[src/tensor_pkg.sv]
// ********************
// tensor tier package: formats, opcodes, rounding modes, status codes,
// bus structs, register map and the shared binary32 round-and-pack function
// ********************
package tensor_pkg;

    typedef enum logic [7:0] {
        fmt_binary16 = 8'h01,
        fmt_bfloat16 = 8'h02,
        fmt_binary32 = 8'h03
    } tensor_fmt_e;

    typedef enum logic [7:0] {
        func_gemm = 8'h01,
        func_dot  = 8'h02,
        func_sum  = 8'h03
    } tensor_func_e;

    typedef enum logic [1:0] {
        rm_rne = 2'd0,
        rm_rtz = 2'd1,
        rm_rdn = 2'd2,
        rm_rup = 2'd3
    } tensor_rm_e;

    typedef enum logic [15:0] {
        status_ok         = 16'h0000,
        status_invalid_op = 16'h0001
    } tensor_status_e;

    // bit positions in the 5-bit exception field, divide-by-zero (bit 3) never fires
    localparam int flag_invalid   = 4;
    localparam int flag_overflow  = 2;
    localparam int flag_underflow = 1;
    localparam int flag_inexact   = 0;

    localparam logic [31:0] fp32_qnan = 32'h7fc0_0000;

    typedef struct packed {
        logic [31:0] v;
        logic [4:0]  flags;
    } fp32_flagged_t;

    typedef struct packed {
        tensor_func_e func;
        tensor_fmt_e  fmt;
        tensor_rm_e   rm;
        logic         chain;
    } tensor_cmd_t;

    typedef struct packed {
        tensor_cmd_t cmd;
        logic [31:0] a;
        logic [31:0] b;
        logic [31:0] acc;
    } tensor_req_t;

    typedef struct packed {
        logic [31:0]    result;
        logic [4:0]     exc_flags;
        tensor_status_e status;
    } tensor_rsp_t;

    // word index taken from bus address bits 4 to 2
    localparam logic [2:0] reg_cmd    = 3'd0;
    localparam logic [2:0] reg_a      = 3'd1;
    localparam logic [2:0] reg_b      = 3'd2;
    localparam logic [2:0] reg_acc    = 3'd3;
    localparam logic [2:0] reg_result = 3'd4;
    localparam logic [2:0] reg_status = 3'd5;

    // sig carries the hidden one in bit 23, exp is the biased exponent before rounding
    function automatic fp32_flagged_t fp32_round_pack(
        input logic              sign,
        input logic signed [9:0] exp,
        input logic [23:0]       sig,
        input logic              guard,
        input logic              sticky,
        input tensor_rm_e        rm
    );
        fp32_flagged_t     r;
        logic              lost;
        logic              inc;
        logic              to_inf;
        logic [24:0]       rsig;
        logic signed [9:0] rexp;

        lost = guard | sticky;
        case (rm)
            rm_rne:  inc = guard & (sticky | sig[0]);
            rm_rtz:  inc = 1'b0;
            rm_rdn:  inc = sign & lost;
            default: inc = ~sign & lost;
        endcase
        rsig = {1'b0, sig} + 25'(inc);
        rexp = exp;
        // a carry out of the significand bumps the exponent
        if (rsig[24]) begin
            rsig = rsig >> 1;
            rexp = exp + 10'sd1;
        end
        to_inf = (rm == rm_rne) || (rm == rm_rup && !sign) || (rm == rm_rdn && sign);
        r.flags = '0;
        r.flags[flag_inexact] = lost;
        if (rexp >= 10'sd255) begin
            r.v = to_inf ? {sign, 8'hff, 23'h0} : {sign, 8'hfe, 23'h7f_ffff};
            r.flags[flag_overflow] = 1'b1;
            r.flags[flag_inexact] = 1'b1;
        end else if (rexp <= 10'sd0) begin
            // no subnormal outputs, flush to signed zero
            r.v = {sign, 31'h0};
            r.flags[flag_underflow] = 1'b1;
            r.flags[flag_inexact] = 1'b1;
        end else begin
            r.v = {sign, rexp[7:0], rsig[22:0]};
        end
        return r;
    endfunction

endpackage

[src/tensor_fp32_add.sv]
// ********************
// binary32 adder with four rounding modes and IEEE flags
// ********************
module tensor_fp32_add
    import tensor_pkg::*;
(
    input  logic [31:0]   x,
    input  logic [31:0]   y,
    input  tensor_rm_e    rm,
    output fp32_flagged_t sum
);

    logic              x_zero, y_zero;
    logic              x_inf, y_inf;
    logic              x_nan, y_nan;
    logic              snan;
    logic              swap;
    logic              eff_sub;
    logic [31:0]       big;
    logic [31:0]       small_op;
    logic [7:0]        diff;
    logic [53:0]       shifted;
    logic [26:0]       big_sig;
    logic [26:0]       small_sig;
    logic [27:0]       raw_sum;
    logic [26:0]       norm;
    logic [4:0]        lz;
    logic              found;
    logic signed [9:0] exp;

    assign x_zero  = x[30:23] == 8'h00;
    assign y_zero  = y[30:23] == 8'h00;
    assign x_inf   = x[30:23] == 8'hff && x[22:0] == 23'h0;
    assign y_inf   = y[30:23] == 8'hff && y[22:0] == 23'h0;
    assign x_nan   = x[30:23] == 8'hff && x[22:0] != 23'h0;
    assign y_nan   = y[30:23] == 8'hff && y[22:0] != 23'h0;
    assign snan    = (x_nan & ~x[22]) | (y_nan & ~y[22]);
    assign eff_sub = x[31] ^ y[31];

    // larger magnitude goes first so the difference is never negative
    assign swap     = y[30:0] > x[30:0];
    assign big      = swap ? y : x;
    assign small_op = swap ? x : y;
    assign diff     = big[30:23] - small_op[30:23];

    // three extra bits sit below the significand and shifted-out bits fold into a sticky lsb
    assign big_sig   = {1'b1, big[22:0], 3'b000};
    assign shifted   = {1'b1, small_op[22:0], 30'h0} >> ((diff > 8'd27) ? 8'd28 : diff);
    assign small_sig = {shifted[53:28], shifted[27] | (|shifted[26:0])};
    assign raw_sum   = eff_sub ? {1'b0, big_sig} - {1'b0, small_sig}
                               : {1'b0, big_sig} + {1'b0, small_sig};

    always_comb begin
        lz = 5'd0;
        found = 1'b0;
        for (int i = 26; i >= 0; i--) begin
            if (!found && raw_sum[i]) begin
                lz = 5'(26 - i);
                found = 1'b1;
            end
        end
        norm = raw_sum[26:0] << lz;
        if (raw_sum[27]) begin
            exp = 10'(big[30:23]) + 10'sd1;
        end else begin
            exp = 10'(big[30:23]) - 10'(lz);
        end
    end

    always_comb begin
        sum.v = fp32_qnan;
        sum.flags = '0;
        if (x_nan || y_nan) begin
            sum.flags[flag_invalid] = snan;
        end else if (x_inf && y_inf && eff_sub) begin
            sum.flags[flag_invalid] = 1'b1;
        end else if (x_inf || y_inf) begin
            sum.v = x_inf ? x : y;
        end else if (x_zero && y_zero) begin
            sum.v = {eff_sub ? (rm == rm_rdn) : x[31], 31'h0};
        end else if (x_zero) begin
            sum.v = y;
        end else if (y_zero) begin
            sum.v = x;
        end else if (raw_sum == 28'h0) begin
            // exact cancellation is +0 except when rounding down
            sum.v = {rm == rm_rdn, 31'h0};
        end else if (raw_sum[27]) begin
            sum = fp32_round_pack(big[31], exp, raw_sum[27:4], raw_sum[3], |raw_sum[2:0], rm);
        end else begin
            sum = fp32_round_pack(big[31], exp, norm[26:3], norm[2], |norm[1:0], rm);
        end
    end

endmodule

[src/tensor_fp32_mul.sv]
// ********************
// binary32 multiplier with four rounding modes and IEEE flags
// ********************
module tensor_fp32_mul
    import tensor_pkg::*;
(
    input  logic [31:0]   a,
    input  logic [31:0]   b,
    input  tensor_rm_e    rm,
    output fp32_flagged_t prod
);

    logic              sign;
    logic              a_zero, b_zero;
    logic              a_inf, b_inf;
    logic              a_nan, b_nan;
    logic              a_snan, b_snan;
    logic [47:0]       p;
    logic [47:0]       pn;
    logic signed [9:0] exp;

    assign sign   = a[31] ^ b[31];
    // subnormal inputs count as zero
    assign a_zero = a[30:23] == 8'h00;
    assign b_zero = b[30:23] == 8'h00;
    assign a_inf  = a[30:23] == 8'hff && a[22:0] == 23'h0;
    assign b_inf  = b[30:23] == 8'hff && b[22:0] == 23'h0;
    assign a_nan  = a[30:23] == 8'hff && a[22:0] != 23'h0;
    assign b_nan  = b[30:23] == 8'hff && b[22:0] != 23'h0;
    assign a_snan = a_nan & ~a[22];
    assign b_snan = b_nan & ~b[22];

    assign p = {1'b1, a[22:0]} * {1'b1, b[22:0]};

    // product of two normals lies in [1,4), move the leading one to bit 47
    assign pn  = p[47] ? p : (p << 1);
    assign exp = 10'(a[30:23]) + 10'(b[30:23]) - 10'sd127 + 10'(p[47]);

    always_comb begin
        prod.v = fp32_qnan;
        prod.flags = '0;
        if (a_nan || b_nan) begin
            prod.flags[flag_invalid] = a_snan | b_snan;
        end else if ((a_inf && b_zero) || (a_zero && b_inf)) begin
            prod.flags[flag_invalid] = 1'b1;
        end else if (a_inf || b_inf) begin
            prod.v = {sign, 8'hff, 23'h0};
        end else if (a_zero || b_zero) begin
            prod.v = {sign, 31'h0};
        end else begin
            prod = fp32_round_pack(sign, exp, pn[47:24], pn[23], |pn[22:0], rm);
        end
    end

endmodule

[src/tensor_fp_widen.sv]
// ********************
// operand widener: binary16, bfloat16 or binary32 to binary32 with flags
// ********************
module tensor_fp_widen
    import tensor_pkg::*;
(
    input  tensor_fmt_e   fmt,
    input  logic [15:0]   raw,
    input  logic [31:0]   word,
    output fp32_flagged_t wide
);

    logic [31:0] cand;
    logic [4:0]  h_exp;

    assign h_exp = raw[14:10];

    always_comb begin
        // first place every format in binary32 bit positions
        case (fmt)
            fmt_binary16: begin
                if (h_exp == 5'd0) begin
                    cand = {raw[15], 31'h0};
                end else if (h_exp == 5'h1f) begin
                    cand = {raw[15], 8'hff, raw[9:0], 13'h0};
                end else begin
                    // rebias from 15 to 127
                    cand = {raw[15], 8'(h_exp) + 8'd112, raw[9:0], 13'h0};
                end
            end
            fmt_bfloat16: cand = {raw, 16'h0};
            default:      cand = word;
        endcase

        wide.v = cand;
        wide.flags = '0;
        if (cand[30:23] == 8'h00) begin
            wide.v = {cand[31], 31'h0};
        end else if (cand[30:23] == 8'hff && cand[22:0] != 23'h0) begin
            // quiet bit clear means a signalling NaN
            wide.v = fp32_qnan;
            wide.flags[flag_invalid] = ~cand[22];
        end
    end

endmodule

[src/tensor_mac.sv]
// ********************
// combinational MAC and reduction helper
// ********************
module tensor_mac
    import tensor_pkg::*;
(
    input  tensor_req_t req,
    output tensor_rsp_t rsp
);

    fp32_flagged_t a_w;
    fp32_flagged_t b_w;
    fp32_flagged_t prod;
    fp32_flagged_t sum;
    logic [31:0]   addend;
    logic          fmt_ok;
    logic          func_ok;
    logic          is_sum;

    tensor_fp_widen u_widen_a (
        .fmt  (req.cmd.fmt),
        .raw  (req.a[15:0]),
        .word (req.a),
        .wide (a_w)
    );

    tensor_fp_widen u_widen_b (
        .fmt  (req.cmd.fmt),
        .raw  (req.b[15:0]),
        .word (req.b),
        .wide (b_w)
    );

    tensor_fp32_mul u_mul (
        .a    (a_w.v),
        .b    (b_w.v),
        .rm   (req.cmd.rm),
        .prod (prod)
    );

    // SUM adds operand a directly and leaves b unused
    assign is_sum = req.cmd.func == func_sum;
    assign addend = is_sum ? a_w.v : prod.v;

    tensor_fp32_add u_add (
        .x   (req.acc),
        .y   (addend),
        .rm  (req.cmd.rm),
        .sum (sum)
    );

    assign fmt_ok = req.cmd.fmt inside {fmt_binary16, fmt_bfloat16, fmt_binary32};
    assign func_ok = req.cmd.func inside {func_gemm, func_dot, func_sum};

    always_comb begin
        rsp.result = req.acc;
        rsp.exc_flags = '0;
        rsp.status = status_invalid_op;
        if (fmt_ok && func_ok) begin
            rsp.result = sum.v;
            rsp.status = status_ok;
            rsp.exc_flags = a_w.flags | sum.flags;
            if (!is_sum) begin
                rsp.exc_flags = rsp.exc_flags | b_w.flags | prod.flags;
            end
        end
    end

    // an accepted command returns only the canonical quiet NaN, never a payload
    always_comb begin
        if (rsp.status == status_ok) begin
            assert (!(rsp.result[30:23] == 8'hff && rsp.result[22:0] != 23'h0)
                    || rsp.result == fp32_qnan);
        end
    end

endmodule

[src/tensor_top.sv]
// ********************
// tensor tier top: Wishbone register block and MAC helper
// ********************
module tensor_top
    import tensor_pkg::*;
#(
    parameter int wb_addr_width = 8
) (
    input  logic                     clk,
    input  logic                     reset,
    input  logic                     wb_cyc,
    input  logic                     wb_stb,
    input  logic                     wb_we,
    input  logic [3:0]               wb_sel,
    input  logic [wb_addr_width-1:0] wb_adr,
    input  logic [31:0]              wb_dat_w,
    output logic [31:0]              wb_dat_r,
    output logic                     wb_ack
);

    tensor_req_t req;
    tensor_rsp_t rsp;

    tensor_wb_regs #(
        .wb_addr_width (wb_addr_width)
    ) u_regs (
        .clk      (clk),
        .reset    (reset),
        .wb_cyc   (wb_cyc),
        .wb_stb   (wb_stb),
        .wb_we    (wb_we),
        .wb_sel   (wb_sel),
        .wb_adr   (wb_adr),
        .wb_dat_w (wb_dat_w),
        .wb_dat_r (wb_dat_r),
        .wb_ack   (wb_ack),
        .req      (req),
        .rsp      (rsp)
    );

    tensor_mac u_mac (
        .req (req),
        .rsp (rsp)
    );

endmodule

[src/tensor_wb_regs.sv]
// ********************
// Wishbone classic slave: operand, command, result and status registers
// ********************
module tensor_wb_regs
    import tensor_pkg::*;
#(
    parameter int wb_addr_width = 8
) (
    input  logic                     clk,
    input  logic                     reset,
    input  logic                     wb_cyc,
    input  logic                     wb_stb,
    input  logic                     wb_we,
    input  logic [3:0]               wb_sel,
    input  logic [wb_addr_width-1:0] wb_adr,
    input  logic [31:0]              wb_dat_w,
    output logic [31:0]              wb_dat_r,
    output logic                     wb_ack,
    output tensor_req_t              req,
    input  tensor_rsp_t              rsp
);

    typedef enum logic {
        st_idle,
        st_exec
    } state_e;

    state_e         state;
    tensor_cmd_t    cmd_q;
    logic [31:0]    a_q;
    logic [31:0]    b_q;
    logic [31:0]    acc_q;
    logic [31:0]    result_q;
    logic [4:0]     flags_q;
    tensor_status_e status_q;
    logic [2:0]     reg_idx;
    logic           access;
    logic           full_word;
    logic [31:0]    rd_data;

    assign reg_idx = wb_adr[4:2];
    // the !wb_ack term keeps a held strobe from being acknowledged twice
    assign access = wb_cyc && wb_stb && !wb_ack && (state == st_idle);
    assign full_word = wb_sel == 4'hf;

    assign req.cmd = cmd_q;
    assign req.a   = a_q;
    assign req.b   = b_q;
    assign req.acc = acc_q;

    always_comb begin
        case (reg_idx)
            reg_cmd:    rd_data = {7'h0, cmd_q.chain, 6'h0, cmd_q.rm, cmd_q.fmt, cmd_q.func};
            reg_a:      rd_data = a_q;
            reg_b:      rd_data = b_q;
            reg_acc:    rd_data = acc_q;
            reg_result: rd_data = result_q;
            reg_status: rd_data = {state == st_exec, 10'h0, flags_q, status_q};
            default:    rd_data = 32'h0;
        endcase
    end

    always_ff @(posedge clk) begin
        if (reset) begin
            state    <= st_idle;
            wb_ack   <= 1'b0;
            wb_dat_r <= 32'h0;
            cmd_q    <= '0;
            a_q      <= 32'h0;
            b_q      <= 32'h0;
            acc_q    <= 32'h0;
            result_q <= 32'h0;
            flags_q  <= 5'h0;
            status_q <= status_ok;
        end else begin
            wb_ack <= access;
            if (access && !wb_we) begin
                wb_dat_r <= rd_data;
            end
            if (access && wb_we && full_word) begin
                case (reg_idx)
                    reg_cmd: begin
                        cmd_q.func  <= tensor_func_e'(wb_dat_w[7:0]);
                        cmd_q.fmt   <= tensor_fmt_e'(wb_dat_w[15:8]);
                        cmd_q.rm    <= tensor_rm_e'(wb_dat_w[17:16]);
                        cmd_q.chain <= wb_dat_w[24];
                        state       <= st_exec;
                    end
                    reg_a:   a_q <= wb_dat_w;
                    reg_b:   b_q <= wb_dat_w;
                    reg_acc: acc_q <= wb_dat_w;
                    default: begin
                    end
                endcase
            end
            // one cycle to let the MAC settle on the new command, then capture
            if (state == st_exec) begin
                result_q <= rsp.result;
                flags_q  <= rsp.exc_flags;
                status_q <= rsp.status;
                if (cmd_q.chain && rsp.status == status_ok) begin
                    acc_q <= rsp.result;
                end
                state <= st_idle;
            end
        end
    end

    assert property (@(posedge clk) disable iff (reset) wb_ack |-> $past(wb_cyc && wb_stb));
    assert property (@(posedge clk) disable iff (reset) wb_ack |=> !wb_ack);

endmodule
[config.mk]
export PLATFORM = sky130hd
export DESIGN_NAME = tensor_top
export DESIGN_NICKNAME = d
export VERILOG_FILES = /design/src/tensor_pkg.sv /design/src/tensor_fp32_add.sv /design/src/tensor_fp32_mul.sv /design/src/tensor_fp_widen.sv /design/src/tensor_mac.sv /design/src/tensor_top.sv /design/src/tensor_wb_regs.sv
export SDC_FILE = /design/constraint.sdc
export NUM_CORES = 2
export LEC_CHECK = 0
export ABC_AREA = 1
export BUFFER_PORTS_ARGS = -buffer_cell sky130_fd_sc_hd__clkbuf_2
export CAP_MARGIN = 15
export CORE_MARGIN = 5
export CORE_UTILIZATION = 35
export CTS_BUF_LIST = sky130_fd_sc_hd__clkbuf_2
export CTS_CLUSTER_SIZE = 24
export DETAILED_ROUTE_END_ITERATION = 12
export PLACE_DENSITY = 0.61
export SETUP_SLACK_MARGIN = 0.4
export SLEW_MARGIN = 10
export SYNTH_ARGS = -nofsm -noshare
export SYNTH_HDL_FRONTEND = slang
export SYNTH_SLANG_ARGS = --single-unit
export TNS_END_PERCENT = 20
[constraint.sdc]
create_clock -name clk -period 37.2 [get_ports clk]
set_input_delay 5.58 -clock clk [delete_from_list [all_inputs] [get_ports clk]]
set_output_delay 5.58 -clock clk [all_outputs]
set_load 0.01 [all_outputs]
[After elaboration in Yosys (flattened, before gate mapping)]
Index checks and enable logic that the tools add are counted.
Widths: inputs -> output; s select.
Storage, ports and cells
  register bits: 202
  bits of input ports: 49
  output and inout bits: 33
  word-level logic and storage cells: 401
Cells by class
  add/subtract/negate cells: 15
  multiply operators: 1
  magnitude comparators: 8
  equality and inequality tests: 23
  shift-type cells: 2
  mux-type cells: 177
  bitwise gates (word level): 37
  reduce and logical (&&, ||, !) cells: 125
Operators by type and width (count)
  $mux 32: 18
  $mux 31: 13
  $mux 10: 24
  $pmux 32 s6: 1
  $mux 5: 30
  $reduce_bool 23->1: 6
  $pmux 32 s2: 2
  $logic_not 23->1: 4
  $add 24x1->25: 3
  $mux 23: 3
  $mux 33: 2
  $mux 1: 64
  $shr 54x8->54: 1
  $logic_and 1x1->1: 53
  $mux 53: 1
  $eq 8x8->1 const B: 6
  $logic_not 8->1: 6
  $mul 24x24->48: 1
  $mux 24: 2
  $mux 48: 1
  $mux 36: 1
  $eq 8x2->1 const B: 4
  $gt 31x31->1: 1
  $ge 10x9->1 const B: 3
  other kinds (45): 138

[Depth between registers and ports, before layout]
  depth after elaboration: 164
  mapped depth: 184
  depth with buffers taken out: 178

[By module]
From an unflattened synthesis, not the netlist that was laid out.
Unflattened totals
  cell total of the unflattened synthesis: 8151
  area, all modules: 50651.1 um^2
By module, submodules not included
  tensor_fp32_mul: instances 1, cells an instance 3466, area each 23615.1 um^2, seq. area each 0.0 um^2
  tensor_fp32_add: instances 1, cells an instance 2568, area each 14259.9 um^2, seq. area each 0.0 um^2
  tensor_wb_regs: instances 1, cells an instance 1402, area each 9263.9 um^2, seq. area each 4043.9 um^2
  tensor_fp_widen: instances 2, cells an instance 213, area each 1107.3 um^2, seq. area each 0.0 um^2
  tensor_mac: instances 1, cells an instance 289, area each 1297.5 um^2, seq. area each 0.0 um^2

[Worst setup path before layout]
No wires, ideal clock.
  kind: register to register
  from: register, netlist name u_regs.req[99]
  to: register u_regs.acc_q[3]
  setup time: 0.109 ns
  data arrival time: 23.365 ns
  data required time: 37.091 ns
  path slack: 13.726 ns
  cell stages (with the launch flop): 168
  path buffers: 10
  clock period less this slack: 23.474 ns
  path through: dfxtp_1 > inv_1 > nor3_1 > nand2_1 > nand2_1 > buf_2 > nor2_1 > nor3b_1 > nand3_1 > nor2_1 > nand2_1 > nand2_1 > nand2_1 > inv_2 > clkbuf_1 > nand2_1 > inv_1 > clkbuf_1 > [132 not listed] > xor2_1 > inv_1 > nand3_1 > xor2_1 > o21ai_0 > o41ai_1 > nand2_1 > nor2_1 > inv_1 > o22ai_1 > clkbuf_1 > a21oi_1 > nand2_1 > o21bai_1 > nand4_1 > nand3_1 > nand2_1 > inv_1
On the way
  word-level cells in the longest chain between the ends: 156
  elaborated cells between the ends (all ways): 293
  classes of those cells: add/sub: 13; mul: 1; order compare: 8; eq/ne: 8; shift: 2; mux: 138; bitwise: 20; reduce/logical: 103
RTL lines
  $eq 8x2->1 or $eq 8x1->1 (tied branches): RTL line tensor_fp_widen.sv:20, tensor_mac.sv:52
  $pmux 32 s2: RTL line tensor_fp_widen.sv:20  | case (fmt)
  $reduce_bool 23->1 or $eq 8x8->1 (tied branches): RTL line tensor_fp_widen.sv:39  | end else if (cand[30:23] == 8'hff && cand[22:0] != 23'h0) begin
  $logic_and 1x1->1: RTL line tensor_fp_widen.sv:39
  $mux 33: RTL line tensor_fp_widen.sv:39
  $mux 32: RTL line tensor_fp_widen.sv:37  | if (cand[30:23] == 8'h00) begin
  $mul 24x24->48: RTL line tensor_fp32_mul.sv:33  | assign p = {1'b1, a[22:0]} * {1'b1, b[22:0]};
  $mux 48: RTL line tensor_fp32_mul.sv:36  | assign pn = p[47] ? p : (p << 1);
  [140 not listed]
  $mux 32: RTL line tensor_fp32_add.sv:81  | end else if (x_zero) begin
  $mux 32: RTL line tensor_fp32_add.sv:79  | end else if (x_zero && y_zero) begin
  $mux 32: RTL line tensor_fp32_add.sv:77  | end else if (x_inf || y_inf) begin
  $mux 32: RTL line tensor_fp32_add.sv:75  | end else if (x_inf && y_inf && eff_sub) begin
  $mux 32: RTL line tensor_fp32_add.sv:73  | if (x_nan || y_nan) begin
  $mux 53 (*): RTL line tensor_mac.sv:59  | if (fmt_ok && func_ok) begin
  $mux 32 (*): RTL line tensor_wb_regs.sv:101  | if (cmd_q.chain && rsp.status == status_ok) begin
  $mux 32 (*): RTL line tensor_wb_regs.sv:97  | if (state == st_exec) begin
  to (signal assigned): RTL line tensor_wb_regs.sv:91  | reg_acc: acc_q <= wb_dat_w;
  to (signal assigned): RTL line tensor_wb_regs.sv:102  | acc_q <= rsp.result;
  to (decl): RTL line tensor_wb_regs.sv:32  | logic [31:0] acc_q;
Mark *: on every way between the ends. The rest lies on a longest branch, timed or not. The select of a mux whose other input is x is not followed.
A chain may end at the register's enable or synchronous reset.

[Worst setup path after layout]
  from: register, netlist name u_regs.req[106]
  to: register u_regs.acc_q[7]
On the way
  word-level cells in the longest chain between the ends: 156
  elaborated cells between the ends (all ways): 293
  classes of those cells: add/sub: 13; mul: 1; order compare: 8; eq/ne: 8; shift: 2; mux: 138; bitwise: 20; reduce/logical: 103
RTL lines (RTL line)
  $eq 8x2->1 or $eq 8x1->1 (tied branches): tensor_fp_widen.sv:20, tensor_mac.sv:52
  $pmux 32 s2: tensor_fp_widen.sv:20
  $reduce_bool 23->1 or $eq 8x8->1 (tied branches): tensor_fp_widen.sv:39
  $logic_and 1x1->1: tensor_fp_widen.sv:39
  $mux 33: tensor_fp_widen.sv:39
  $mux 32: tensor_fp_widen.sv:37
  $mul 24x24->48: tensor_fp32_mul.sv:33
  $mux 48: tensor_fp32_mul.sv:36
  [140 not listed]
  $mux 32: tensor_fp32_add.sv:81
  $mux 32: tensor_fp32_add.sv:79
  $mux 32: tensor_fp32_add.sv:77
  $mux 32: tensor_fp32_add.sv:75
  $mux 32: tensor_fp32_add.sv:73
  $mux 53 (*): tensor_mac.sv:59
  $mux 32 (*): tensor_wb_regs.sv:101
  $mux 32 (*): tensor_wb_regs.sv:97
Marked as above.

==> flow_summary.ini <==
[outcome]
status = finished, final reports clean

[timing]
setup_viol = 0
relSlewSlack_pct = 18.2
final_hold_viol_count = 0
setup_slack_ns = 3.34
fin_crit_sh_pct = 91.0
max_freq_ghz = 0.0295
fin_tns_setup_ns = 0
rsz0062_at_grt = false
min_period_ns = 33.86
worst_pin_slew_ns = 1.22
skew_ns = 0.0563
drv_slew = 0

[finish]
most-common-layout-cells = nand2_1, inv_1, nor2_1
syn_to_final_growth_pct = 4.80
instances_no_fill = 8708
nets = 7848
final_util_pct = 36.8
drive_above_1_share_pct = 5.54
final_common_cell = nand2_1
fillers = 13968

[power_and_ir_drop]
power.density_mw_per_mm2 = 14.9
leakage_nw = 23.8
peakVddDrop_uv = 21.3

[global_route]
grt_max_degree = 102
grt_use_total_pct = 27.1
grt_pass1_wl_um = 283000
gr-total-overflow = 0
antenna_found_initial = 4
grt_pass1_vias = 45708

[synth]
yosys_warnings = 0
synthFlopType = dfxtp_1
ys_seq_area_share_pct = 8.34
synth.distinct_cells = 76
ys_seq_elements = 186
synth_edf_count = 0
syn_nets = 7947
netlist_area_mm2 = 0.0447
syn_inst = 7129
syn_area_per_cell_um2 = 6.27
async_flop_share_pct = 0

[floorplanning]
pin_count = 82
num_rows = 131
core_mm2 = 0.127
die_y_um = 367
initial_core_util_pct = 35.1
fp.dieArea_mm2 = 0.135
fp.dieW_um = 367

[placed_design]
routabilityCongestion = 1.01
port-buffer-count = 76
dp.cells = 8671
post-place-ws_ns = 3.42
dp_hpwl_um = 151000

[critical_path]
cp_top_family = simple AND/OR/NAND/NOR gates
cp_num_cells = 156
crit_top_cell = nand2_1
critPathCaptureType = flip-flop
crit_type = flip-flop to flip-flop
worst-r2r-cell-count = 156
r2r_start = u_regs.req[106]
arrival_ns = 34.63
critPathRequiredTime_ns = 37.96
critical_path_buf_inv_count = 26
setup.worst_path.start = u_regs.req[106]
cpPeakStageDelay_ns = 0.81
startpoint_type = flip-flop
crit_fanout = 101
crit_slowest_cell = nand2_1

[min_path]
hp-class = flip-flop to flip-flop
min_path_cells = 2
min_from = u_regs.result_q[7]

[route]
drt-total-wl_um = 189000
drtAntennaViolNets = 0
num_vias = 47882
route.detailed.wl_per_inst_um = 21.7
drt-initial-drc-count = 5184
firstDrtPassIters = 6
drc = 0
routed_via_density = 5.50

[clock_network]
clkSinkCount = 186
htree_levels = 4
cts_tree = built
ctsHoldBuffers = 0
postCtsResizedCells = 0
clk_path_buf_depth = 2
numCtsBuffers = 17
cts-root-buf = clkbuf_2
clkSlewWorstSetupHoldPaths_ns = 0.28
cts_setup_buffers = 0
clk_latency_ns = 0.83

[run]
drv_cap = 0
## Yosys cell counts (all sizes together), types with 6 or more instances
| cell | number | share of area (%) |
|---|---|---|
| nand3 | 544 | 6.2 |
| a21boi | 6 | 0.11 |
| nor4 | 26 | 0.36 |
| clkbuf | 204 | 1.7 |
| a31oi | 10 | 0.14 |
| xor2 | 77 | 1.5 |
| inv | 1284 | 11 |
| fa | 485 | 22 |
| xnor2 | 23 | 0.45 |
| nand2 | 1954 | 17 |
| o22ai | 61 | 0.85 |
| or2 | 15 | 0.22 |
| o41ai | 12 | 0.24 |
| clkinv | 21 | 0.18 |
| o221ai | 22 | 0.43 |
| o211ai | 34 | 0.57 |
| o31ai | 20 | 0.34 |
| o21bai | 36 | 0.61 |
| a211oi | 67 | 1.1 |
| buf | 74 | 1.1 |
| nor3 | 66 | 0.82 |
| a21oi | 288 | 3.3 |
| nand3b | 12 | 0.20 |
| o21ai | 354 | 4.0 |
| dfxtp | 186 | 8.3 |
| nor2 | 776 | 6.9 |
| a22oi | 18 | 0.30 |
| nand4 | 121 | 1.8 |
| ha | 284 | 8.0 |
| o21a | 9 | 0.15 |
## kinds of logic (layout without fill, tap and decap cells)
group,count (synthesis),after routing,share of synthesized area (%)
mux,2,2,0.0448
fa+ha+maj,769,769,29.7
buf+inv,1583,1497,13.8
compound gates,962,962,12.6
flops,186,186,8.34
simple gates,3527,3527,33.5
other cells,0,3,0
xor+xnor,100,100,1.99
## power breakdown
part	internal, W	total (W)	switching (W)
sequential	0.000201	0.000201	0.000000295
clock	0.0000331	0.000113	0.0000803
combinational	0.000108	0.000382	0.000274
total	0.000341	0.000697	0.000355
## worst register-to-register path: cells and delay by family (launching register included)
kind / cells / cell delay [ns]
DFF: 1 / 0.39
adders and majority gates: 16 / 6.20
and+or+nand+nor: 89 / 15.28
buffers and inverters: 26 / 5.57
xor gates and xnor gates: 3 / 0.67
AOI/OAI and AO/OA: 22 / 5.76
## through the flow
step	cell area, um2	power (W)	hold slack, ns
floorplan	44700	0.000475	0.422
global placement	46500	0.000577	0.436
detailed placement	46500	0.000577	0.436
CTS	46800	0.000690	0.470
global route	46800	0.000744	0.491
finish	46800	0.000697	0.471
## metal layers
layer | GRT usage (%) | vias up | routed length [um] | part of all wire [%]
met5 | 0 | - | 0 | 0
met4 | 10.6 | 0 | 9260 | 4.9
met3 | 4.89 | 462 | 17600 | 9.3
met2 | 44.3 | 2318 | 85300 | 45
met1 | 35.5 | 22864 | 77000 | 41
li1 | - | 22238 | - | -
## final timing paths
check                            end  slack (ns)
hold reg to reg   u_regs.result_q[7]        0.47
hold / removal    u_regs.result_q[7]        0.47
setup / recovery     u_regs.acc_q[7]        3.34
setup reg to reg     u_regs.acc_q[7]        3.34
## registers in the layout, indices dropped and copies added (netlist names)
signal,flops
u_regs.a_q,32
u_regs.result_q,32
u_regs.flags_q,4
u_regs.b_q,32
u_regs.req,19
u_regs.state,1
u_regs.wb_dat_r,32
u_regs.status_q,1
u_regs.acc_q,32
u_regs.wb_ack,1
## layout make-up
class | count | area (um2) | share of cell area (%)
Antenna cell | 3 | 7.51 | 0.0160
Clock buffer | 18 | 90.1 | 0.192
Clock inverter | 14 | 160 | 0.342
Inverter | 1305 | 4900 | 10.5
Multi-Input combinational cell | 5360 | 34800 | 74.4
Sequential cell | 186 | 3720 | 7.95
Tap cell | 1662 | 2080 | 4.44
Timing Repair Buffer | 160 | 1040 | 2.22
No activity file was read; power rests on OpenSTA's default activity.
